<file path="src/verilog/cpu_macros.svh">
// widths and encodings of the core; only lw, sw, sub, xori and amul are decoded
`ifndef CPU_MACROS_SVH
`define CPU_MACROS_SVH

`define WORD_W      32
`define REG_IDX_W   5
`define IMEM_DEPTH  64
`define DMEM_DEPTH  64
`define IMEM_ADDR_W 6
`define DMEM_ADDR_W 6
`define ALU_OP_W    2

`define OP_LW       6'b100011
`define OP_SW       6'b101011
`define OP_RTYPE    6'b000000
`define OP_XORI     6'b001110

`define FN_SUB      6'b100010
`define FN_AMUL     6'b111111 // rs * rt + rt

`define ALU_ADD     2'b00
`define ALU_SUB     2'b01
`define ALU_XOR     2'b10
`define ALU_AMUL    2'b11

`endif

</file>
<file path="src/verilog/cpuPkg.sv">
// shared vector types of the core; widths come from cpu_macros.svh
`include "cpu_macros.svh"

package cpuPkg;

    // data words and instruction words share one width
    typedef logic [`WORD_W-1:0] word_t;

    typedef logic [`REG_IDX_W-1:0] regIdx_t;

    // memories are word addressed, no byte lanes
    typedef logic [`IMEM_ADDR_W-1:0] imemAddr_t;
    typedef logic [`DMEM_ADDR_W-1:0] dmemAddr_t;

    typedef logic [`ALU_OP_W-1:0] aluOp_t;

endpackage

</file>
<file path="src/verilog/fetchUnit.sv">
// program is loaded only while run is low; pc restarts at word 0 when run rises
`include "cpu_macros.svh"

module fetchUnit import cpuPkg::*; (
    input  logic      clk,
    input  logic      reset,
    input  logic      run,
    input  logic      loadEn,
    input  imemAddr_t loadAddr,
    input  word_t     loadInstr,
    output word_t     fetchInstr,
    output logic      fetchValid
);

    word_t     imem [`IMEM_DEPTH];
    imemAddr_t pc;

    // load port, contents survive reset
    always_ff @(posedge clk) begin
        if (loadEn) begin
            imem[loadAddr] <= loadInstr;
        end
    end

    always_ff @(posedge clk or negedge reset) begin
        if (!reset) begin
            pc         <= '0;
            fetchValid <= 1'b0;
        end else begin
            fetchValid <= run;
            if (run) begin
                pc <= pc + 1'b1; // wraps past the last word
            end else begin
                pc <= '0;
            end
        end
    end

    // fetch register
    always_ff @(posedge clk) begin
        fetchInstr <= imem[pc];
    end

endmodule

</file>
<file path="config.mk">
export PLATFORM = sky130hd
export DESIGN_NAME = fetchUnit
export DESIGN_NICKNAME = d
export VERILOG_FILES = /design/src/verilog/cpuPkg.sv /design/src/verilog/fetchUnit.sv
export VERILOG_INCLUDE_DIRS = /design/src /design/src/verilog
export SDC_FILE = /design/constraint.sdc
export NUM_CORES = 2
export LEC_CHECK = 0
export ABC_AREA = 0
export BUFFER_PORTS_ARGS = -buffer_cell sky130_fd_sc_hd__buf_2
export CORE_MARGIN = 5
export CORE_UTILIZATION = 50
export DETAILED_ROUTE_END_ITERATION = 16
export PLACE_DENSITY = 0.65
export RECOVER_POWER = 100
export SETUP_SLACK_MARGIN = 0.5
export SYNTH_ARGS = -nofsm -noshare
export SYNTH_HDL_FRONTEND = slang
export SYNTH_SLANG_ARGS = --single-unit
</file>
<file path="constraint.sdc">
create_clock -name clk -period 5.8 [get_ports clk]
set_input_delay 0.87 -clock clk [delete_from_list [all_inputs] [get_ports clk]]
set_output_delay 0.87 -clock clk [all_outputs]
set_load 0.05 [all_outputs]
</file>
# After elaboration in Yosys (flattened, before gate mapping)
# Memory sizes are Yosys's and may differ from the RTL's. A register that Yosys moved wholly into a read port is not among the register bits.
# Index checks and enable logic that the tools add are counted.
dict set report word_totals {
  ff_bits 7
  ramBits 2048
  input_bits 42
  wordCells 7
  n_memories 1
}
# name depth word_bits read_ports rd_ports_with_merged_regs wr line_no
set memory_table {}
lappend memory_table {imem 64 32 1 1 1 fetchUnit.sv:15} ;# word_t imem [`IMEM_DEPTH];
dict set report classes {
  addsub 1
  muxes 3
}
# operator n
set ops {}
lappend ops {{6-bit by 1-bit adder with 6-bit output (second input constant)} 1}
lappend ops {{6-bit two-way mux} 1}
lappend ops {{1-bit two-way mux} 2}

# Depth between registers and ports, before layout
dict set report logic_depth {
  depth_word 2
  depth_mapped 9
  depth_no_buf 5
}

# Least setup slack after synthesis
# Ideal clock, no wire load.
dict set report synth_path {
  path_type {input port to flip-flop}
  from {input port loadAddr[3]}
  to {memory imem[48][0] (netlist bit), enable pin}
  setup_time_ns 0.461
  arrival_ns 3.569
  setup_slack_ns 1.770
  cell_stages 4
  path_buffers 1
  cell_sequence {clkbuf_1 nor2b_1 nand4b_1 nor3_1}
}
# item line_no
set synth_lines {}
lappend synth_lines {{from (decl)} fetchUnit.sv:9} ;# input imemAddr_t loadAddr,
lappend synth_lines {{to (decl)} fetchUnit.sv:15}
# No word-level cell before the write port.

# Worst setup path in the final report
dict set report layout_path {
  from {input port loadEn}
  to {memory imem[14][28] (netlist bit), enable pin}
}
dict set report layout_via {
  elab_chain_cells 2
}
# item line_no
set layout_lines {}
lappend layout_lines {{from (decl)} fetchUnit.sv:8} ;# input logic loadEn,
lappend layout_lines {{1-bit two-way mux} fetchUnit.sv:20} ;# if (loadEn) begin
lappend layout_lines {{1-bit two-way mux (implied by the code)} fetchUnit.sv:21} ;# imem[loadAddr] <= loadInstr;
# No other way between the ends.

==> flow_summary.toml <==
[status]
status = "finished, violations left"
violations = "max-capacitance violations, max-slew violations"

[placement]
gp_congestion = 0.875
io_buffer_count = 74
place_inst = 5565
dp_hpwl_mm = 118

[yosys]
synth_cells = 3479
netlist_top_cells_area = "edfxtp_1 78%, mux4_2 16%, nand2_1 1.2%"
synth.distinct_cells = 42
synth_nets = 3522
synth-seq-area-share_pct = 78.7
avgSynthCellArea_um2 = 22.8
synthDominantCellAreaShare_pct = 77.7
synth-seq-cells = 2087
synth_ff_type = "edfxtp_1"
synth.yosys.warnings = 0
synth_top_area_cell = "edfxtp_1"
synthArstFlopShare_pct = 0.335
synth_edf_count = 2048
syn_area_um2 = 79100

[die]
dieArea_um2 = 166000
die_h_um = 408
pin_count = 75
coreArea_um2 = 158000
start_util_pct = 50.1
rows = 146
die_w_um = 408

[setup_path]
required_ns = 6.13
cp-start-kind = "input port"
criticalPathCategory = "in -> reg"
path_max_fanout = 32
critPathArrivalTime_ns = 4.93
timing.rr.start = "pc[0]"
end_kind = "register"
crit_start = "loadEn"

[clocking]
clk_latency_ns = 0.81
clockBufferDepth = 3
cts_tree = "yes"
post_cts_buffers = 0
path_clk_slew_ns = 0.06
cts_buffers = 205
cts_root_buf = "clkbuf_16"
clock-sinks = 2087
htreeDepth = 4

[route]
vias_per_cell = 6.40
first_iter_violations = 5297
drt-total-wl_mm = 206
postRouteAntennaNets = 0
wire_per_inst_um = 34.6
drc = 0
dr.pass1.iters = 6
met3WireLength_mm = 22.1
dr.max_layer_used = "met5"
vias = 38112
wl_met1_mm = 80.5
wl_met2_mm = 96.2

[grt]
grt_overflow = 0
grt_start_max_net_pins = 97
grt_pass1_wl_mm = 292
antenna_found_initial = 19
grt_pass1_vias = 37750
track_usage_pct = 24.8

[sta]
setup_viol = 0
holdWs_ns = 0.471
maxSlewViolCount = 3745
grt_setup_unrepaired = "false"
clock.fmax_mhz = 217
worst_pin_slew_ns = 3.86
fin_crit_sh_pct = 79.3
relSlewSlack_pct = -157
fin_tns_setup_ns = 0
skew_ns = 0.0388
fin_crit_ns = 4.60
hold_viol_final = 0

[finish]
fin_nets = 3744
fin_cells = 5956
syn2layout_area_growth_pct = 12.1
drive_gt1_share_pct = 24.4
nFillCells = 11620

[flow_run]
cap_violations = 96

[worst_hold_path]
hp-class = "in -> reg"
min_from = "run"

[pwr]
p_leak_uw = 0.0269
powerDensity_nw_per_um2 = 356
vdd_ir_drop_max_v = 0.000277
[repair_timing]
| action | CTS | global route |
|---|---|---|
| endpoints found under the hold margin | 7 | 0 |
| hold buffers | 1 | 0 |
| gates resized for setup | 0 | 0 |
| endpoints found under the setup margin | 0 | 0 |
[registers in the layout, summed over array words and instances (netlist names)]
signal / cells
fetchInstr: 32
fetchValid: 1
imem: 2048
pc: 6
[cell type report]
| class | instances | area, um2 | area share [%] |
|---|---|---|---|
| inverter | 3 | 13.8 | 0.0155 |
| clock buffer | 265 | 5510 | 6.21 |
| clock inverter | 120 | 971 | 1.09 |
| multi-input combinational | 1193 | 16100 | 18.1 |
| antenna | 5 | 12.5 | 0.0141 |
| sequential | 2087 | 62300 | 70.3 |
| timing repair buffer | 211 | 1190 | 1.35 |
| tap | 2072 | 2590 | 2.92 |
[cell families after synthesis]
logic type	synth area share, %
AND/OR/NAND/NOR	2.41
buffers and inverters	1.23
adder cells (fa/ha/maj)	0.0158
XOR/XNOR	0.0443
AO/OA/AOI/OAI	1.57
flip-flops	78.7
multiplexers	16.0
[cell usage after synthesis (3+ instances only)]
master    count
and2_1        7
buf_1        21
mux2i_1      37
nor2b_1       9
a21oi_1       3
buf_4        31
inv_1         3
nand2b_1      3
a221oi_1      3
buf_6         3
dfxtp_1      32
nand3_1      69
nor2_1       72
nand2_1     249
buf_2        70
xnor2_1       3
nand4_1      29
o22ai_1      27
dfrtp_1       7
mux4_2      546
clkbuf_1     71
edfxtp_1   2048
a22oi_1      57
a32oi_1      57
[worst paths after layout]
check                           slack, ns             to  cells after the start
worst max-delay path                 1.20   imem[14][28]                      4
worst min-delay path                 0.47     fetchValid                      1
worst max register to register       1.36  fetchInstr[1]                      7
worst min register to register       0.79  fetchInstr[3]                      1
max in group asynchronous            4.70          pc[1]                      2
min in group asynchronous            0.60          pc[2]                      2
[through the flow]
step           util [%]  worst slack, ns  total power [uW]  cell area, um2
2_1_floorplan         -             1.77             18200           79100
3_3_place_gp       52.5             1.89             19100           82900
3_5_place_dp       52.5             1.91             19100           82900
4_1_cts            56.6             1.91             31800           89400
5_1_grt            56.2            0.995             32600           88700
6_report           56.2             1.20             31600           88700
[layer usage]
layer,track usage [%],vias up
met5,0,-
met4,8.05,10
met3,6.00,337
met2,37.6,2090
met1,36.0,20454
li1,-,15221
[critical path: stages]
cell and delay (ns):
clkbuf_1 0.35, nor2b_1 0.33, nand3_1 0.71, nor2_1 2.62
[where the power goes]
group	switching (uW)	internal (uW)	total (uW)
sequential	124	16700	16900
clock	5560	7240	12800
combinational	1250	715	1960
total	6930	24700	31600
[cell usage in the layout, fill, tap and decap left out, types with 5 or more instances in the layout]
cell type  synthesis  final
a22oi_1           57     57
a32oi_1           57     57
buf_12             0     14
buf_2             70     35
buf_4             31     33
bufinv_16          0     12
clkbuf_1          71    177
clkbuf_16          0    210
clkbuf_8           0      5
clkinv_1           0     55
clkinv_2           0     34
clkinv_8           0      5
dfxtp_1           32     32
diode_2            0      5
edfxtp_1        2048   2048
inv_6              0      5
mux2i_1           37     37
mux4_2           546    546
nand2_1          249    248
nand3_1           69     69
nand4_1           29     29
nor2_1            72     43
nor2_4             0     28
nor2b_1            9      6
o22ai_1           27     27
(Power assumes the default switching activity.)
