$ cat config.mk
export PLATFORM = sky130hd
export DESIGN_NAME = memStage_flat
export DESIGN_NICKNAME = d
export VERILOG_FILES = /design/src/verilog/cpuPkg.sv /design/src/verilog/pipeLinks.sv /design/src/verilog/memStage.sv /design/src/flat_wrapper.sv
export VERILOG_INCLUDE_DIRS = /design/src /design/src/verilog
export SDC_FILE = /design/constraint.sdc
export NUM_CORES = 2
export LEC_CHECK = 0
export CAP_MARGIN = 10
export CORE_MARGIN = 2
export CORE_UTILIZATION = 35
export CTS_BUF_LIST = sky130_fd_sc_hd__clkbuf_16
export CTS_CLUSTER_DIAMETER = 40
export DETAILED_ROUTE_END_ITERATION = 7
export DONT_BUFFER_PORTS = 1
export PLACE_DENSITY = 0.58
export SKIP_LAST_GASP = 1
export SYNTH_ARGS = -nofsm -noshare
export SYNTH_HDL_FRONTEND = slang
export SYNTH_SLANG_ARGS = --single-unit
$ cat constraint.sdc
create_clock -name clk -period 1.8 [get_ports clk]
set_input_delay 0.09 -clock clk [delete_from_list [all_inputs] [get_ports clk]]
set_output_delay 0.09 -clock clk [all_outputs]
set_load 0.01 [all_outputs]
$ cat src/verilog/cpu_macros.svh
// widths and encodings of the core; only lw, sw, sub, xori and amul are decoded
`ifndef CPU_MACROS_SVH
`define CPU_MACROS_SVH

`define WORD_W      32
`define REG_IDX_W   5
`define IMEM_DEPTH  64
`define DMEM_DEPTH  64
`define IMEM_ADDR_W 6
`define DMEM_ADDR_W 6
`define ALU_OP_W    2

`define OP_LW       6'b100011
`define OP_SW       6'b101011
`define OP_RTYPE    6'b000000
`define OP_XORI     6'b001110

`define FN_SUB      6'b100010
`define FN_AMUL     6'b111111 // rs * rt + rt

`define ALU_ADD     2'b00
`define ALU_SUB     2'b01
`define ALU_XOR     2'b10
`define ALU_AMUL    2'b11

`endif

$ cat src/verilog/cpuPkg.sv
// shared vector types of the core; widths come from cpu_macros.svh
`include "cpu_macros.svh"

package cpuPkg;

    // data words and instruction words share one width
    typedef logic [`WORD_W-1:0] word_t;

    typedef logic [`REG_IDX_W-1:0] regIdx_t;

    // memories are word addressed, no byte lanes
    typedef logic [`IMEM_ADDR_W-1:0] imemAddr_t;
    typedef logic [`DMEM_ADDR_W-1:0] dmemAddr_t;

    typedef logic [`ALU_OP_W-1:0] aluOp_t;

endpackage

$ cat src/verilog/pipeLinks.sv
// stage bundles of the pipeline; no handshake, every field is sampled each clock
`include "cpu_macros.svh"


interface memLink;
    logic                   valid;
    logic [`WORD_W-1:0]     aluResult;
    logic [`WORD_W-1:0]     storeData;
    logic [`REG_IDX_W-1:0]  destIdx;
    logic                   writesReg;
    logic                   isLoad;
    logic                   isStore;

    // forwarding paths back into execute
    logic [`REG_IDX_W-1:0]  memDest;
    logic                   memWrites;
    logic [`WORD_W-1:0]     memValue;
    logic [`REG_IDX_W-1:0]  wbDest;
    logic                   wbWrites;
    logic [`WORD_W-1:0]     wbValue;

    modport sender (output valid, aluResult, storeData, destIdx, writesReg, isLoad, isStore);
    // memory stage consumes the bundle and sources both bypass buses
    modport receiver (input valid, aluResult, storeData, destIdx, writesReg, isLoad, isStore,
                      output memDest, memWrites, memValue, wbDest, wbWrites, wbValue);
    modport bypass (input memDest, memWrites, memValue, wbDest, wbWrites, wbValue);
endinterface

$ cat src/verilog/memStage.sv
// data memory has no reset; addresses use the low bits of the ALU result only
`include "cpu_macros.svh"

module memStage import cpuPkg::*; (
    input  logic      clk,
    input  logic      reset,
    memLink.receiver  memLink,
    output logic      storeValid,
    output dmemAddr_t storeAddr,
    output word_t     storeData,
    output logic      retireValid,
    output regIdx_t   retireReg,
    output word_t     retireData,
    output logic      wrEn,
    output regIdx_t   wrIdx,
    output word_t     wrData
);

    word_t     dmem [`DMEM_DEPTH];
    dmemAddr_t addr;
    word_t     loadData;
    logic      wbValid;
    logic      wbWrites;
    regIdx_t   wbDest;
    word_t     wbValue;

    assign addr     = memLink.aluResult[`DMEM_ADDR_W-1:0];
    assign loadData = dmem[addr];

    assign storeValid = memLink.valid && memLink.isStore;
    assign storeAddr  = addr;
    assign storeData  = memLink.storeData;

    always_ff @(posedge clk) begin
        if (storeValid) begin
            dmem[addr] <= memLink.storeData;
        end
    end

    // writeback register
    always_ff @(posedge clk or negedge reset) begin
        if (!reset) begin
            wbValid  <= 1'b0;
            wbWrites <= 1'b0;
        end else begin
            wbValid  <= memLink.valid;
            wbWrites <= memLink.valid && memLink.writesReg;
        end
    end

    always_ff @(posedge clk) begin
        wbDest  <= memLink.destIdx;
        wbValue <= memLink.isLoad ? loadData : memLink.aluResult;
    end

    // load data is not ready here, so loads stay off this path
    assign memLink.memDest   = memLink.destIdx;
    assign memLink.memWrites = memLink.valid && memLink.writesReg && !memLink.isLoad;
    assign memLink.memValue  = memLink.aluResult;

    assign memLink.wbDest   = wbDest;
    assign memLink.wbWrites = wbValid && wbWrites;
    assign memLink.wbValue  = wbValue;

    assign retireValid = wbValid && wbWrites && wbDest != '0;
    assign retireReg   = wbDest;
    assign retireData  = wbValue;

    assign wrEn   = retireValid;
    assign wrIdx  = wbDest;
    assign wrData = wbValue;

endmodule

$ cat src/flat_wrapper.sv
// flat-port wrapper written by rule: the top's interface ports become plain ports
module memStage_flat import cpuPkg::*;
  (clk, reset, storeValid, storeAddr, storeData, retireValid, retireReg, retireData, wrEn, wrIdx, wrData, memLink_valid, memLink_aluResult, memLink_storeData, memLink_destIdx, memLink_writesReg, memLink_isLoad, memLink_isStore, memLink_memDest, memLink_memWrites, memLink_memValue, memLink_wbDest, memLink_wbWrites, memLink_wbValue);
  memLink memLink_i ();
  input  logic clk;
  input  logic reset;
  output logic storeValid;
  output dmemAddr_t storeAddr;
  output word_t storeData;
  output logic retireValid;
  output regIdx_t retireReg;
  output word_t retireData;
  output logic wrEn;
  output regIdx_t wrIdx;
  output word_t wrData;
  input wire logic [$bits(memLink_i.valid)-1:0] memLink_valid;
  input wire logic [$bits(memLink_i.aluResult)-1:0] memLink_aluResult;
  input wire logic [$bits(memLink_i.storeData)-1:0] memLink_storeData;
  input wire logic [$bits(memLink_i.destIdx)-1:0] memLink_destIdx;
  input wire logic [$bits(memLink_i.writesReg)-1:0] memLink_writesReg;
  input wire logic [$bits(memLink_i.isLoad)-1:0] memLink_isLoad;
  input wire logic [$bits(memLink_i.isStore)-1:0] memLink_isStore;
  output wire logic [$bits(memLink_i.memDest)-1:0] memLink_memDest;
  output wire logic [$bits(memLink_i.memWrites)-1:0] memLink_memWrites;
  output wire logic [$bits(memLink_i.memValue)-1:0] memLink_memValue;
  output wire logic [$bits(memLink_i.wbDest)-1:0] memLink_wbDest;
  output wire logic [$bits(memLink_i.wbWrites)-1:0] memLink_wbWrites;
  output wire logic [$bits(memLink_i.wbValue)-1:0] memLink_wbValue;
  assign memLink_i.valid = memLink_valid;
  assign memLink_i.aluResult = memLink_aluResult;
  assign memLink_i.storeData = memLink_storeData;
  assign memLink_i.destIdx = memLink_destIdx;
  assign memLink_i.writesReg = memLink_writesReg;
  assign memLink_i.isLoad = memLink_isLoad;
  assign memLink_i.isStore = memLink_isStore;
  assign memLink_memDest = memLink_i.memDest;
  assign memLink_memWrites = memLink_i.memWrites;
  assign memLink_memValue = memLink_i.memValue;
  assign memLink_wbDest = memLink_i.wbDest;
  assign memLink_wbWrites = memLink_i.wbWrites;
  assign memLink_wbValue = memLink_i.wbValue;
  memStage u_core (.clk(clk), .reset(reset), .memLink(memLink_i), .storeValid(storeValid), .storeAddr(storeAddr), .storeData(storeData), .retireValid(retireValid), .retireReg(retireReg), .retireData(retireData), .wrEn(wrEn), .wrIdx(wrIdx), .wrData(wrData));
endmodule
* Word-level counts from Yosys, hierarchy flattened
Memory sizes are Yosys's and may differ from the RTL's. Index checks and enable logic that the tools add are counted.
Word-level totals: register bits 39, memory bits (writable) 2048, bits of input ports 75, output and inout bits 191, word-level logic and storage cells 15, memories kept 1
Operators by class: multiplexer cells 3, reduce and logical (&&, ||, !) cells 7
Memories:
- u_core.dmem | depth 64, bits a word 32, read ports 1, clocked after memory_dff 0, wr ports 1, RTL line memStage.sv:19 | word_t dmem [`DMEM_DEPTH];
Operators with widths (count):
- $mux 32 | 1
- $logic_and 1x1->1 | 5
- $reduce_bool 5->1 | 1
- $mux 1 | 2
- $logic_not 1->1 | 1

* Longest topological paths before layout
word-level depth 3, gate-level depth with buffers 12, gate-level depth less buffers 6

* Worst setup path after synthesis
Ideal clock, no wire load.
path type input -> register, from input port memLink_aluResult[1], to memory u_core.dmem[0][0] (netlist name), enable pin, library setup time 421 ps, data arrival time 2647 ps, required time 1379 ps, path slack -1268 ps, stages 7, path buffers 4, cell sequence buf_6 > buf_6 > buf_6 > nor3_1 > buf_2 > nand2_1 > nor2_1
RTL lines:
- start, declared | RTL line flat_wrapper.sv:17 | input wire logic [$bits(memLink_i.aluResult)-1:0] memLink_aluResult;
- end, declared | RTL line memStage.sv:19
No word-level cell before the write port.

* Final worst setup path
from input port memLink_aluResult[1], to register u_core.wbValue[1], in the netlist u_core.memLink.wbValue[1]
On the way: longest elaborated chain between the ends 2
Ends and longest elaborated chain:
- $mem_v2 64x32
- $mux 32 * | RTL line memStage.sv:53 | wbValue <= memLink.isLoad ? loadData : memLink.aluResult;
- end signal, assigned | RTL line memStage.sv:53
- end, declared | RTL line memStage.sv:25 | word_t wbValue;
Every way passes the cells marked *; elsewhere a longest branch is shown, timed or not.

==> results.json <==
{
  "status": "complete, but fails checks",
  "violations": "max-slew violations, negative setup slack",
  "rsz0062_at_grt": "true",
  "synthFlopType": "edfxtp_1",
  "synth_edf_count": 2048,
  "syn_inst": 4386,
  "met3_length_mm": 39.4,
  "cts_sinks": 2087,
  "reg2reg_depth": 7,
  "routed_wl_mm": 312,
  "drtIter0Drc": 8457,
  "grt_start_max_net_pins": 415,
  "place_ws_ns": -0.893,
  "power-per-cell-area_nw_per_um2": 1090,
  "dr.max_layer_used": "met5",
  "async_reset_ff_share_pct": 0.0958,
  "max_cap_violations": 0,
  "coreArea_um2": 230000,
  "clock_path_buffers": 3,
  "timing.rr.start": "u_core.dmem[10][3]$_DFFE_PP_",
  "arrival_ns": 4.01,
  "placedCellCount": 7524,
  "vias": 50200,
  "clk_latency_ns": 0.90,
  "track_usage_pct": 25.8,
  "initial_utilization_pct": 35.2,
  "required_ns": 2.56,
  "reg2reg_to": "u_core.memLink.wbValue[3]$_DFF_P_",
  "clk_pin_slew_ns": 0.07,
  "layout_commonest_cell": "edfxtp_1",
  "met1Wirelength_mm": 117,
  "worst_ir_drop_vdd_uv": 1100,
  "antenna_found_initial": 26,
  "grt_pass1_vias": 47500,
  "area_growth_pct": 24.0,
  "endpoint_kind": "register",
  "period_minus_slack_ns": 3.25,
  "drc": 0,
  "hpwlAfterDp_mm": 178,
  "met2_length_mm": 141,
  "yosys_warnings": 0,
  "crit_end": "u_core.memLink.wbValue[1]$_DFF_P_",
  "ys_types": 69,
  "worstMarginPinSlew_ns": 2.78,
  "hold_class": "input pin to register",
  "drive_above_1_share_pct": 29.9,
  "wl_per_cell_um": 38.4,
  "worstSetupStartpoint": "memLink_aluResult[1]",
  "dieArea_um2": 235000,
  "period_share_pct": 181,
  "clockRootBuffer": "clkbuf_16",
  "grt_remaining_overflow": 0,
  "setup_ws_ns": -1.45,
  "ys_seq_elements": 2087,
  "fmax_ghz": 0.308,
  "cts_tree": "done",
  "leakage_uw": 0.0327,
  "crit_path_start_kind": "input pin",
  "critPathMaxFanout": 335,
  "die_y_um": 485,
  "ant_nets": 0,
  "drt_first_pass_iters": 8,
  "htreeDepth": 4,
  "die_x_um": 485,
  "syn_nets": 4461,
  "slew_viol_final": 505,
  "slew_headroom_pct": -85.4,
  "rows": 176,
  "setup_viol": 1899,
  "reg2reg_slack_ns": -0.29,
  "grt_pass1_wl_mm": 418,
  "avgViaCountPerCell": 6.16,
  "netlist_area_um2": 81000,
  "routabilityCongestion": 0.894,
  "hold_viol_final": 0,
  "fin_skew_ns": 0.0393,
  "ys_seq_area_share_pct": 76.9,
  "path_class": "input pin to register",
  "boundaryPins": 266,
  "finalNonFillerCells": 8136,
  "postSynthAreaPerCell_um2": 18.5,
  "io_buffers": 0,
  "final_cell_mix": "edfxtp_1, buf_4, clkbuf_16",
  "final_nets": 4968,
  "cts_buffers": 231
}
state kept, by name, indices dropped and copies added, names as in the netlist:
signal / count
u_core.dmem: 2048
u_core.memLink.wbValue: 32
u_core.memLink.wbDest: 5
u_core.wbValid: 1
u_core.wbWrites: 1
cell usage after synthesis, drive strengths merged, types with 51 or more instances:
| cell | instances | area share (%) |
|---|---|---|
| a21oi | 106 | 0.65 |
| a221oi | 235 | 2.6 |
| a22o | 51 | 0.55 |
| a22oi | 167 | 1.5 |
| buf | 366 | 3.1 |
| clkbuf | 85 | 0.39 |
| edfxtp | 2048 | 76 |
| mux2 | 177 | 2.5 |
| mux2i | 207 | 2.6 |
| mux4 | 136 | 3.8 |
| nand2 | 95 | 0.44 |
| nor2 | 175 | 0.81 |
| o21ai | 104 | 0.64 |
| o22ai | 116 | 0.90 |
timing repair:
item | in CTS | in global routing
pin swaps | 71 | 38
hold buffers | 161 | 4
cloned | 0 | 0
buffers inserted | 0 | 6
endpoints found under the setup margin | 34 | 602
endpoints found under the hold margin | 2373 | 5
resized for setup | 133 | 59
per-stage QoR:
step	total power (µW)	cell area [µm²]	hold slack (ns)	util [%]	TNS, ns
6_report	109000	101000	0.0489	43.7	-846.27
5_1_grt	112000	100000	0.0172	43.7	-102.26
4_1_cts	109000	100000	0.00433	43.5	-56.89
3_5_place_dp	59600	89300	-0.206	38.8	-366.29
3_3_place_gp	59600	89300	-0.206	38.8	-425.16
2_1_floorplan	58100	81700	-0.206	-	-296.47
cell type report:
| cell class | instances | area, µm² |
|---|---|---|
| timing repair buffer | 725 | 8950 |
| clock buffer | 234 | 5860 |
| antenna | 23 | 57.6 |
| fill | 19600 | 130000 |
| tap | 3026 | 3790 |
| sequential | 2087 | 62300 |
| multi-input combinational | 1843 | 17500 |
| inverter | 5 | 28.8 |
| clock inverter | 193 | 2050 |
cell families (layout without fill, tap and decap cells):
| group | count (synthesis) | in the layout | synth area share, % |
|---|---|---|---|
| flip-flops | 2087 | 2087 | 76.9 |
| AO/OA/AOI/OAI | 960 | 960 | 8.81 |
| multiplexers | 520 | 520 | 8.81 |
| buffers and inverters | 456 | 1157 | 3.52 |
| AND/OR/NAND/NOR | 363 | 363 | 1.98 |
| other | 0 | 23 | 0 |
critical path: stages:
cell	delay, ns
and2_4	1.04
buf_12	0.24
a221oi_1	0.30
nor2_1	0.11
o21ai_1	0.33
buf_4	0.20
nand4_1	0.09
o32a_1	0.33
metal layers:
layer	up-vias	global-route usage, %
li1	19100	-
met1	26400	34.8
met2	3916	39.3
met3	723	6.46
met4	10	12.0
met5	-	0
worst min path at each step:
stage	cells after the start	endpoint	slack, ns	from
3_3_place_gp	0	u_core.wbValid$_DFF_PN0_	-0.21	reset
5_1_grt	2	u_core.memLink.wbValue[31]$_DFF_P_	0.02	memLink_aluResult[31]
4_1_cts	5	u_core.memLink.wbValue[26]$_DFF_P_	0.004	memLink_aluResult[0]
2_1_floorplan	0	u_core.wbValid$_DFF_PN0_	-0.21	reset
6_report	2	u_core.memLink.wbValue[31]$_DFF_P_	0.05	memLink_aluResult[31]
3_5_place_dp	0	u_core.wbWrites$_DFF_PN0_	-0.21	reset
where the power goes:
group          internal [µW]  switching [µW]  total [µW]
sequential             53600             388       54000
clock                  28200           20500       48700
combinational           2680            3960        6640
total                  84500           24800      109000
Note: power is estimated with default switching activity, not from simulation.
