### config.mk
export PLATFORM = sky130hd
export DESIGN_NAME = decodeStage_flat
export DESIGN_NICKNAME = d
export VERILOG_FILES = /design/src/verilog/cpuPkg.sv /design/src/verilog/pipeLinks.sv /design/src/verilog/regFile.sv /design/src/verilog/decodeStage.sv /design/src/flat_wrapper.sv
export VERILOG_INCLUDE_DIRS = /design/src /design/src/verilog
export SDC_FILE = /design/constraint.sdc
export NUM_CORES = 2
export LEC_CHECK = 0
export ABC_AREA = 1
export BUFFER_PORTS_ARGS = -buffer_cell sky130_fd_sc_hd__buf_2
export CORE_MARGIN = 3
export CORE_UTILIZATION = 45
export CTS_CLUSTER_DIAMETER = 150
export DETAILED_ROUTE_END_ITERATION = 10
export PLACE_DENSITY = 0.61
export SYNTH_ARGS = -nofsm -noshare
export SYNTH_HDL_FRONTEND = slang
export SYNTH_SLANG_ARGS = --single-unit
### constraint.sdc
create_clock -name clk -period 1.3 [get_ports clk]
set_clock_uncertainty 0.2 [all_clocks]
set_input_delay 0.195 -clock clk [delete_from_list [all_inputs] [get_ports clk]]
set_output_delay 0.195 -clock clk [all_outputs]
set_load 0.1 [all_outputs]
### src/verilog/cpu_macros.svh
// widths and encodings of the core; only lw, sw, sub, xori and amul are decoded
`ifndef CPU_MACROS_SVH
`define CPU_MACROS_SVH

`define WORD_W      32
`define REG_IDX_W   5
`define IMEM_DEPTH  64
`define DMEM_DEPTH  64
`define IMEM_ADDR_W 6
`define DMEM_ADDR_W 6
`define ALU_OP_W    2

`define OP_LW       6'b100011
`define OP_SW       6'b101011
`define OP_RTYPE    6'b000000
`define OP_XORI     6'b001110

`define FN_SUB      6'b100010
`define FN_AMUL     6'b111111 // rs * rt + rt

`define ALU_ADD     2'b00
`define ALU_SUB     2'b01
`define ALU_XOR     2'b10
`define ALU_AMUL    2'b11

`endif

### src/verilog/cpuPkg.sv
// shared vector types of the core; widths come from cpu_macros.svh
`include "cpu_macros.svh"

package cpuPkg;

    // data words and instruction words share one width
    typedef logic [`WORD_W-1:0] word_t;

    typedef logic [`REG_IDX_W-1:0] regIdx_t;

    // memories are word addressed, no byte lanes
    typedef logic [`IMEM_ADDR_W-1:0] imemAddr_t;
    typedef logic [`DMEM_ADDR_W-1:0] dmemAddr_t;

    typedef logic [`ALU_OP_W-1:0] aluOp_t;

endpackage

### src/verilog/pipeLinks.sv
// stage bundles of the pipeline; no handshake, every field is sampled each clock
`include "cpu_macros.svh"

interface execLink;
    logic                   valid;
    logic [`ALU_OP_W-1:0]   aluOp;
    logic [`WORD_W-1:0]     opA;     // rs value from the register file
    logic [`WORD_W-1:0]     opB;     // rt value, also the store data source
    logic [`REG_IDX_W-1:0]  rsIdx;
    logic [`REG_IDX_W-1:0]  rtIdx;
    logic                   useImm;
    logic [`WORD_W-1:0]     imm;     // already sign extended
    logic [`REG_IDX_W-1:0]  destIdx;
    logic                   writesReg;
    logic                   isLoad;
    logic                   isStore;

    modport sender (output valid, aluOp, opA, opB, rsIdx, rtIdx, useImm, imm,
                    destIdx, writesReg, isLoad, isStore);
    modport receiver (input valid, aluOp, opA, opB, rsIdx, rtIdx, useImm, imm,
                      destIdx, writesReg, isLoad, isStore);
endinterface


### src/verilog/regFile.sv
// 32 registers, register 0 hardwired to zero, same-cycle write is visible on reads
module regFile import cpuPkg::*; (
    input  logic    clk,
    input  logic    reset,
    input  regIdx_t rdIdxA,
    input  regIdx_t rdIdxB,
    output word_t   rdDataA,
    output word_t   rdDataB,
    input  logic    wrEn,
    input  regIdx_t wrIdx,
    input  word_t   wrData
);

    word_t regs [32];

    function automatic word_t readPort(input regIdx_t idx);
        if (idx == '0) begin
            return '0;
        end else if (wrEn && idx == wrIdx) begin
            return wrData; // write-through
        end
        return regs[idx];
    endfunction

    always_ff @(posedge clk or negedge reset) begin
        if (!reset) begin
            for (int i = 0; i < 32; i++) begin
                regs[i] <= '0;
            end
        end else if (wrEn && wrIdx != '0) begin
            regs[wrIdx] <= wrData;
        end
    end

    // reads also follow the write port and the register contents
    always_comb begin
        rdDataA = readPort(rdIdxA);
        rdDataB = readPort(rdIdxB);
    end

endmodule

### src/verilog/decodeStage.sv
// unknown opcodes, unknown funct codes and the all-zero word decode as bubbles
`include "cpu_macros.svh"

module decodeStage import cpuPkg::*; (
    input  logic    clk,
    input  logic    reset,
    input  word_t   fetchInstr,
    input  logic    fetchValid,
    execLink.sender execLink,
    input  logic    wrEn,
    input  regIdx_t wrIdx,
    input  word_t   wrData
);

    logic [5:0] opcode;
    logic [5:0] funct;
    regIdx_t    rsIdx;
    regIdx_t    rtIdx;
    regIdx_t    rdIdx;
    word_t      rsData;
    word_t      rtData;
    logic       known;
    logic       isRtype;
    logic       useImm;
    logic       writesReg;
    logic       isLoad;
    logic       isStore;
    aluOp_t     aluOp;

    assign opcode = fetchInstr[31:26];
    assign funct  = fetchInstr[5:0];
    assign rsIdx  = fetchInstr[25:21];
    assign rtIdx  = fetchInstr[20:16];
    assign rdIdx  = fetchInstr[15:11];

    regFile rf (
        .clk     (clk),
        .reset   (reset),
        .rdIdxA  (rsIdx),
        .rdIdxB  (rtIdx),
        .rdDataA (rsData),
        .rdDataB (rtData),
        .wrEn    (wrEn),
        .wrIdx   (wrIdx),
        .wrData  (wrData)
    );

    always_comb begin
        known   = 1'b1;
        isRtype = 1'b0;
        useImm  = 1'b1;
        isLoad  = 1'b0;
        isStore = 1'b0;
        aluOp   = `ALU_ADD; // address calculation by default
        case (opcode)
            `OP_LW:   isLoad = 1'b1;
            `OP_SW:   isStore = 1'b1;
            `OP_XORI: aluOp = `ALU_XOR;
            `OP_RTYPE: begin
                isRtype = 1'b1;
                useImm  = 1'b0;
                case (funct)
                    `FN_SUB:  aluOp = `ALU_SUB;
                    `FN_AMUL: aluOp = `ALU_AMUL;
                    default:  known = 1'b0;
                endcase
            end
            default: known = 1'b0;
        endcase
        writesReg = fetchValid && known && !isStore;
    end

    always_ff @(posedge clk or negedge reset) begin
        if (!reset) begin
            execLink.valid     <= 1'b0;
            execLink.writesReg <= 1'b0;
            execLink.isLoad    <= 1'b0;
            execLink.isStore   <= 1'b0;
        end else begin
            execLink.valid     <= fetchValid && known;
            execLink.writesReg <= writesReg;
            execLink.isLoad    <= fetchValid && known && isLoad;
            execLink.isStore   <= fetchValid && known && isStore;
        end
    end

    always_ff @(posedge clk) begin
        execLink.aluOp   <= aluOp;
        execLink.opA     <= rsData;
        execLink.opB     <= rtData;
        execLink.rsIdx   <= rsIdx;
        execLink.rtIdx   <= rtIdx;
        execLink.useImm  <= useImm;
        execLink.imm     <= {{16{fetchInstr[15]}}, fetchInstr[15:0]};
        execLink.destIdx <= isRtype ? rdIdx : rtIdx; // rd for R-type, rt otherwise
    end

endmodule

### src/flat_wrapper.sv
// flat-port wrapper written by rule: the top's interface ports become plain ports
module decodeStage_flat import cpuPkg::*;
  (clk, reset, fetchInstr, fetchValid, wrEn, wrIdx, wrData, execLink_valid, execLink_aluOp, execLink_opA, execLink_opB, execLink_rsIdx, execLink_rtIdx, execLink_useImm, execLink_imm, execLink_destIdx, execLink_writesReg, execLink_isLoad, execLink_isStore);
  execLink execLink_i ();
  input  logic clk;
  input  logic reset;
  input  word_t fetchInstr;
  input  logic fetchValid;
  input  logic wrEn;
  input  regIdx_t wrIdx;
  input  word_t wrData;
  output wire logic [$bits(execLink_i.valid)-1:0] execLink_valid;
  output wire logic [$bits(execLink_i.aluOp)-1:0] execLink_aluOp;
  output wire logic [$bits(execLink_i.opA)-1:0] execLink_opA;
  output wire logic [$bits(execLink_i.opB)-1:0] execLink_opB;
  output wire logic [$bits(execLink_i.rsIdx)-1:0] execLink_rsIdx;
  output wire logic [$bits(execLink_i.rtIdx)-1:0] execLink_rtIdx;
  output wire logic [$bits(execLink_i.useImm)-1:0] execLink_useImm;
  output wire logic [$bits(execLink_i.imm)-1:0] execLink_imm;
  output wire logic [$bits(execLink_i.destIdx)-1:0] execLink_destIdx;
  output wire logic [$bits(execLink_i.writesReg)-1:0] execLink_writesReg;
  output wire logic [$bits(execLink_i.isLoad)-1:0] execLink_isLoad;
  output wire logic [$bits(execLink_i.isStore)-1:0] execLink_isStore;
  assign execLink_valid = execLink_i.valid;
  assign execLink_aluOp = execLink_i.aluOp;
  assign execLink_opA = execLink_i.opA;
  assign execLink_opB = execLink_i.opB;
  assign execLink_rsIdx = execLink_i.rsIdx;
  assign execLink_rtIdx = execLink_i.rtIdx;
  assign execLink_useImm = execLink_i.useImm;
  assign execLink_imm = execLink_i.imm;
  assign execLink_destIdx = execLink_i.destIdx;
  assign execLink_writesReg = execLink_i.writesReg;
  assign execLink_isLoad = execLink_i.isLoad;
  assign execLink_isStore = execLink_i.isStore;
  decodeStage u_core (.clk(clk), .reset(reset), .fetchInstr(fetchInstr), .fetchValid(fetchValid), .execLink(execLink_i), .wrEn(wrEn), .wrIdx(wrIdx), .wrData(wrData));
endmodule
Yosys cells after proc, flatten, opt, wreduce, memory -nomap -nowiden:

Index checks and enable logic that the tools add are counted.

* register bits after elaboration: 1126
* input bits: 73
* output and inout bits: 118
* word-level logic and storage cells: 101

* $lt $le $gt $ge: 4
* equality and inequality tests: 7
* multiplexer cells: 28
* bitwise gates (word level): 3
* reductions and logical operators: 15

Operator list (count)
* $bwmux W1024: 1
* $mux W32: 11
* $bmux W32 S5: 2
* $demux W32 S5: 1
* $eq A6 B6 Y1 const B: 4
* $ge A6 B6 Y1 const B: 3
* $not A5 Y6: 3
* $eq A5 B5 Y1: 2
* $logic_not A5 Y1: 2
* $mux W1: 9
* $logic_and A1 B1 Y1: 8
* $pmux W2 S2: 2
* $eq A6 B4 Y1 const B: 1
* $logic_not A6 Y1: 1
* $lt A6 B1 Y1 const B: 1
* $mux W5: 1
* $reduce_bool A5 Y1: 1
* $reduce_or A3 Y1: 1
* $pmux W1 S2: 1
* $reduce_or A2 Y1: 1
* $logic_not A1 Y1: 1

Depth between registers and ports, before layout:

* depth in word-level cells: 6
* mapped depth: 12
* mapped depth without buffers: 9

Modules after synthesis:

A second synthesis with hierarchy kept.

* cell total of the unflattened synthesis: 9170
* area, all modules: 62229.7 sq um

Modules (own cells, without submodules)
* regFile: instances 1, cells an instance 8997, area each 59788.6 sq um, sequential area each 25624.6 sq um
* decodeStage: instances 1, cells an instance 173, area each 2441.1 sq um, sequential area each 2062.0 sq um

Worst setup path after synthesis:

No wires, ideal clock.

* path type: register -> output
* start point: reg u_core.execLink.imm[15] (netlist name)
* end point: out execLink_imm[16]
* arrival: 1626 ps
* required time: 905 ps
* path slack: -721 ps
* stages on the path, launching flop included: 2
* buffers on the path: 1
* path through: dfxtp_1 -> buf_4

RTL lines
* end: declaration: RTL line flat_wrapper.sv:19 `output wire logic [$bits(execLink_i.imm)-1:0] execLink_imm;`

No word-level cell between the ends.

Final worst setup path:

* start point: reg u_core.execLink.imm[15] (netlist name)
* end point: out execLink_imm[18]

No word-level cell between the ends.

==> results by group <==
Synthesis
  • Synthesized area: slightly above 0.06 sq mm
  • Cells after synthesis: 8,820
  • Synthesis warning total: 0
  • Mapped Nets: around 8,900
  • Post-synthesis sequential area ratio: 0.455
  • Largest area contributor in the netlist: dfrtp_1
  • Synthesized flop and latch total: 1,126
  • Synth area leaders: dfrtp_1 (42%), nand2_1 (20%), o21ai_0 (9.3%), nand3_1 (9.0%), inv_1 (3.9%)
  • Distinct cells, synth: 31
  • Share of the synthesized area in the top cell type: 0.423
  • Syn Area/Cell: 6.90 sq um

STA
  • Slew Limit Headroom: 0.640
  • Highest clock rate: 518 MHz
  • Post-layout min period: 1.93 ns
  • Final setup fails: between 150 and 200
  • Final hold vios: 5
  • RSZ-0062 raised after global routing: true
  • Worst Max-Slew Pin Slew: around 0.54 ns
  • Sum Neg Setup Slack: -66.96 ns
  • Worst hold slack: -0.0203 ns
  • Final Worst Setup Slack: -0.629 ns
  • Final number of max-transition violations: 0
  • Crit share post-route: 1.48

Critical path
  • Critical-path cell list: buf_16 -> buf_16
  • CP Buf/Inv Count: 2
  • Top cell by count, worst path: buf_16
  • Crit Path Category: register to output pin
  • Critical path origin: u_core.execLink.imm[15]
  • Critical path arrival: approximately 1.5 ns
  • Crit-path max FO: 8
  • CP Launch Type: register
  • Crit path max-delay family: flip-flops
  • Worst Path Required: about 0.90 ns
  • Highest-delay cell along the critical path: dfxtp_4
  • Worst path max stage delay: ~0.38 ns
  • Worst r2r src: u_core.rf.regs[415]
  • CP endpoint kind: output pin

Pwr
  • Register share of total power: 0.399
  • P_leak: roughly 0.040 uW
  • Int Power: ~78,000 uW
  • Comb pwr share: 0.257
  • PwrDens: 1410 mW/mm^2
  • Switch share: 0.328
  • Overall power: around 120,000 uW
  • Switching pwr: 37,900 uW
  • Clock share of power: 0.344
  • Worst vdd rail ir drop: between 0.0009 and 0.001 V

Clock tree
  • Num Clock Sinks: between 1,000 and 1,500
  • CTS Buffer Depth: 3
  • # H-tree levels: 4
  • CTS Root Cell: clkbuf_16
  • Total CTS buffers: roughly 130
  • Skew-Pair Late Insertion Delay: 0.78 ns
  • Reg clk slew, reported paths: 0.06 ns
  • CTS tree: yes

Detailed routing
  • Initial DRC count: ~8,600
  • Post-route DRC violation count: 0
  • 1st-pass router iterations: 8
  • Final wirelength: around 260,000 microns
  • Post-route ant nets: 0
  • Routed vias: 64,829
  • Wirelength per Cell: around 23 microns
  • Vias per inst: about 5.7

Finish
  • Layout area overhead: 34.4%
  • Final #Nets: 9,470
  • Layout cells sized above 1: 0.227

Die
  • Initial core utilization: 0.454
  • # rows: 134
  • CORE AREA: 0.134 sq mm
  • Die H: 374 microns
  • Ports: about 190
  • DIE WIDTH: ~370 microns
  • Die area: approximately 0.14 sq mm

GRT
  • Gr ovfl total: 0
  • Vias in the first global route: between 60,000 and 70,000
  • Pin count of the biggest net entering global routing: 58
  • First-pass GRT wire length: 386,000 microns
  • Initial antenna violation count: 10
  • Overall Global Routing Usage: 0.361

Status
  • Failing checks: hold timing, setup timing
  • Outcome: finished with violations

Place
  • GPL Wtd Cong: between 0.9 and 1
  • Number of port buffers: 190
  • DP Wirelength: between 150,000 and 200,000 microns

Worst hold path
  • Hold_sp: fetchInstr[21]
  • Hold Path Class: input port to register

Job
  • Max-cap violation count: 0
-- power groups by stage --
stage          logic (uW)  clock network (uW)  registers (uW)
2_1_floorplan       14500                   0           47300
3_3_place_gp        26600                   0           45900
3_5_place_dp        27200                   0           46100
4_1_cts             28600               40100           45800
5_1_grt             32800               41500           46700
6_report            29700               39800           46100
-- cell type report --
| cell class | count | area [sq um] |
|---|---|---|
| Antenna cell | 7 | 17.5 |
| Inverter | 648 | 2500 |
| Multi-Input combinational cell | 6277 | 30100 |
| Fill cell | 11751 | 52200 |
| Clock inverter | 51 | 706 |
| Tap cell | 1768 | 2210 |
| Timing Repair Buffer | 1211 | 14500 |
| Clock buffer | 191 | 3920 |
| Sequential cell | 1126 | 27900 |
-- cells in the mapped netlist --
cell      count
xor2_1        2
nor4_4        1
inv_1       632
a21o_1        1
nor3_4        2
or2_2        34
o21ai_1      59
nand2_2      16
clkinv_1      4
nor2_4        7
dfxtp_1      98
buf_4        20
clkbuf_2      1
o21ai_0    1134
buf_2       162
xnor2_1       2
buf_1        94
nor3_1        5
nand3_1    1097
nor3_2        7
inv_2        12
o211ai_1    125
nand3b_1      2
nor2_2        1
clkbuf_1    492
dfrtp_1    1028
nand2_1    3271
a21oi_1     301
nand4_1       7
nor4_1        1
nor2_1      202
-- path summary, 6_finish.rpt --
| kind | to | slack (ns) | depth (start not counted) |
|---|---|---|---|
| min | u_core.execLink.opA[19] | -0.02 | 8 |
| max in group asynchronous | u_core.rf.regs[980] | 0.06 | 4 |
| max | execLink_imm[18] | -0.63 | 2 |
| max reg2reg | u_core.execLink.opB[31] | -0.20 | 9 |
| min in group asynchronous | u_core.rf.regs[818] | 0.18 | 4 |
| min reg2reg | u_core.rf.regs[1005] | 0.20 | 0 |
-- through the flow --
| stage | std cells | setup WS, ns | cell area (sq um) | hold WS (ns) | utilization |
|---|---|---|---|---|---|
| after floorplan | 8820 | -0.298 | 62500 | -0.301 | - |
| after global placement | 10864 | -0.797 | 73400 | -0.181 | 0.548 |
| after detailed placement | 10864 | -0.789 | 73400 | -0.180 | 0.548 |
| after CTS | 11224 | -0.681 | 80700 | -0.0144 | 0.602 |
| after global routing | 11274 | -0.675 | 81800 | -0.0194 | 0.610 |
| final | 11279 | -0.629 | 81800 | -0.0203 | 0.611 |
-- routing by layer --
metal	vias up	GRT usage	wire [microns]
met1	30797	0.499	104000
met2	3769	0.543	112000
met3	791	0.0671	26900
li1	29470	-	-
met5	-	0	14
met4	2	0.183	14300
-- what timing repair did --
item | 4_1_cts | 5_1_grt
pin swaps | 318 | 215
hold endpoints to repair | 2122 | 8
gates resized for setup | 539 | 284
cloned | 1 | 0
setup endpoints to repair | 181 | 1225
hold buffers | 89 | 8
setup buffers | 34 | 45
-- cell usage in the layout (no fill, tap or decap), types with 29 or more instances in the layout --
master,synthesis,routed
nand2_1,3271,3208
nand3_1,1097,748
dfxtp_2,0,73
nand3_2,0,346
dlygate4sd3_1,0,87
o211ai_1,125,125
clkbuf_16,0,137
buf_4,20,620
buf_12,0,394
nor2_1,202,180
or2_4,0,32
a21oi_2,0,49
clkbuf_8,0,29
dfrtp_1,1028,1028
a21oi_1,301,252
buf_2,162,63
inv_2,12,139
nand2_2,16,54
inv_1,632,497
o21ai_0,1134,920
o21ai_1,59,257
-- registers in the layout (all words and copies together), names as in the netlist --
signal	cells
u_core.execLink.imm	16
u_core.execLink.writesReg	1
u_core.execLink.opB	32
u_core.rf.regs	1024
u_core.execLink.rsIdx	5
u_core.execLink.isLoad	1
u_core.execLink.destIdx	5
u_core.execLink.valid	1
u_core.execLink.isStore	1
u_core.execLink.opA	32
u_core.execLink.rtIdx	5
u_core.execLink.useImm	1
u_core.execLink.aluOp	2
-- logic make-up after synthesis --
group                  after synthesis  synth area share
AND/OR/NAND/NOR                   4653             0.314
AO/OA/AOI/OAI                     1620             0.138
flip-flops                        1126             0.455
XOR/XNOR                             4          0.000576
buffers and inverters             1417            0.0919
-- worst min-delay path: cells and delay by family --
family | cells | cell delay (ns)
simple gates | 7 | 0.58
buf+inv | 1 | 0.15
Note: power is estimated with default switching activity, not from simulation.
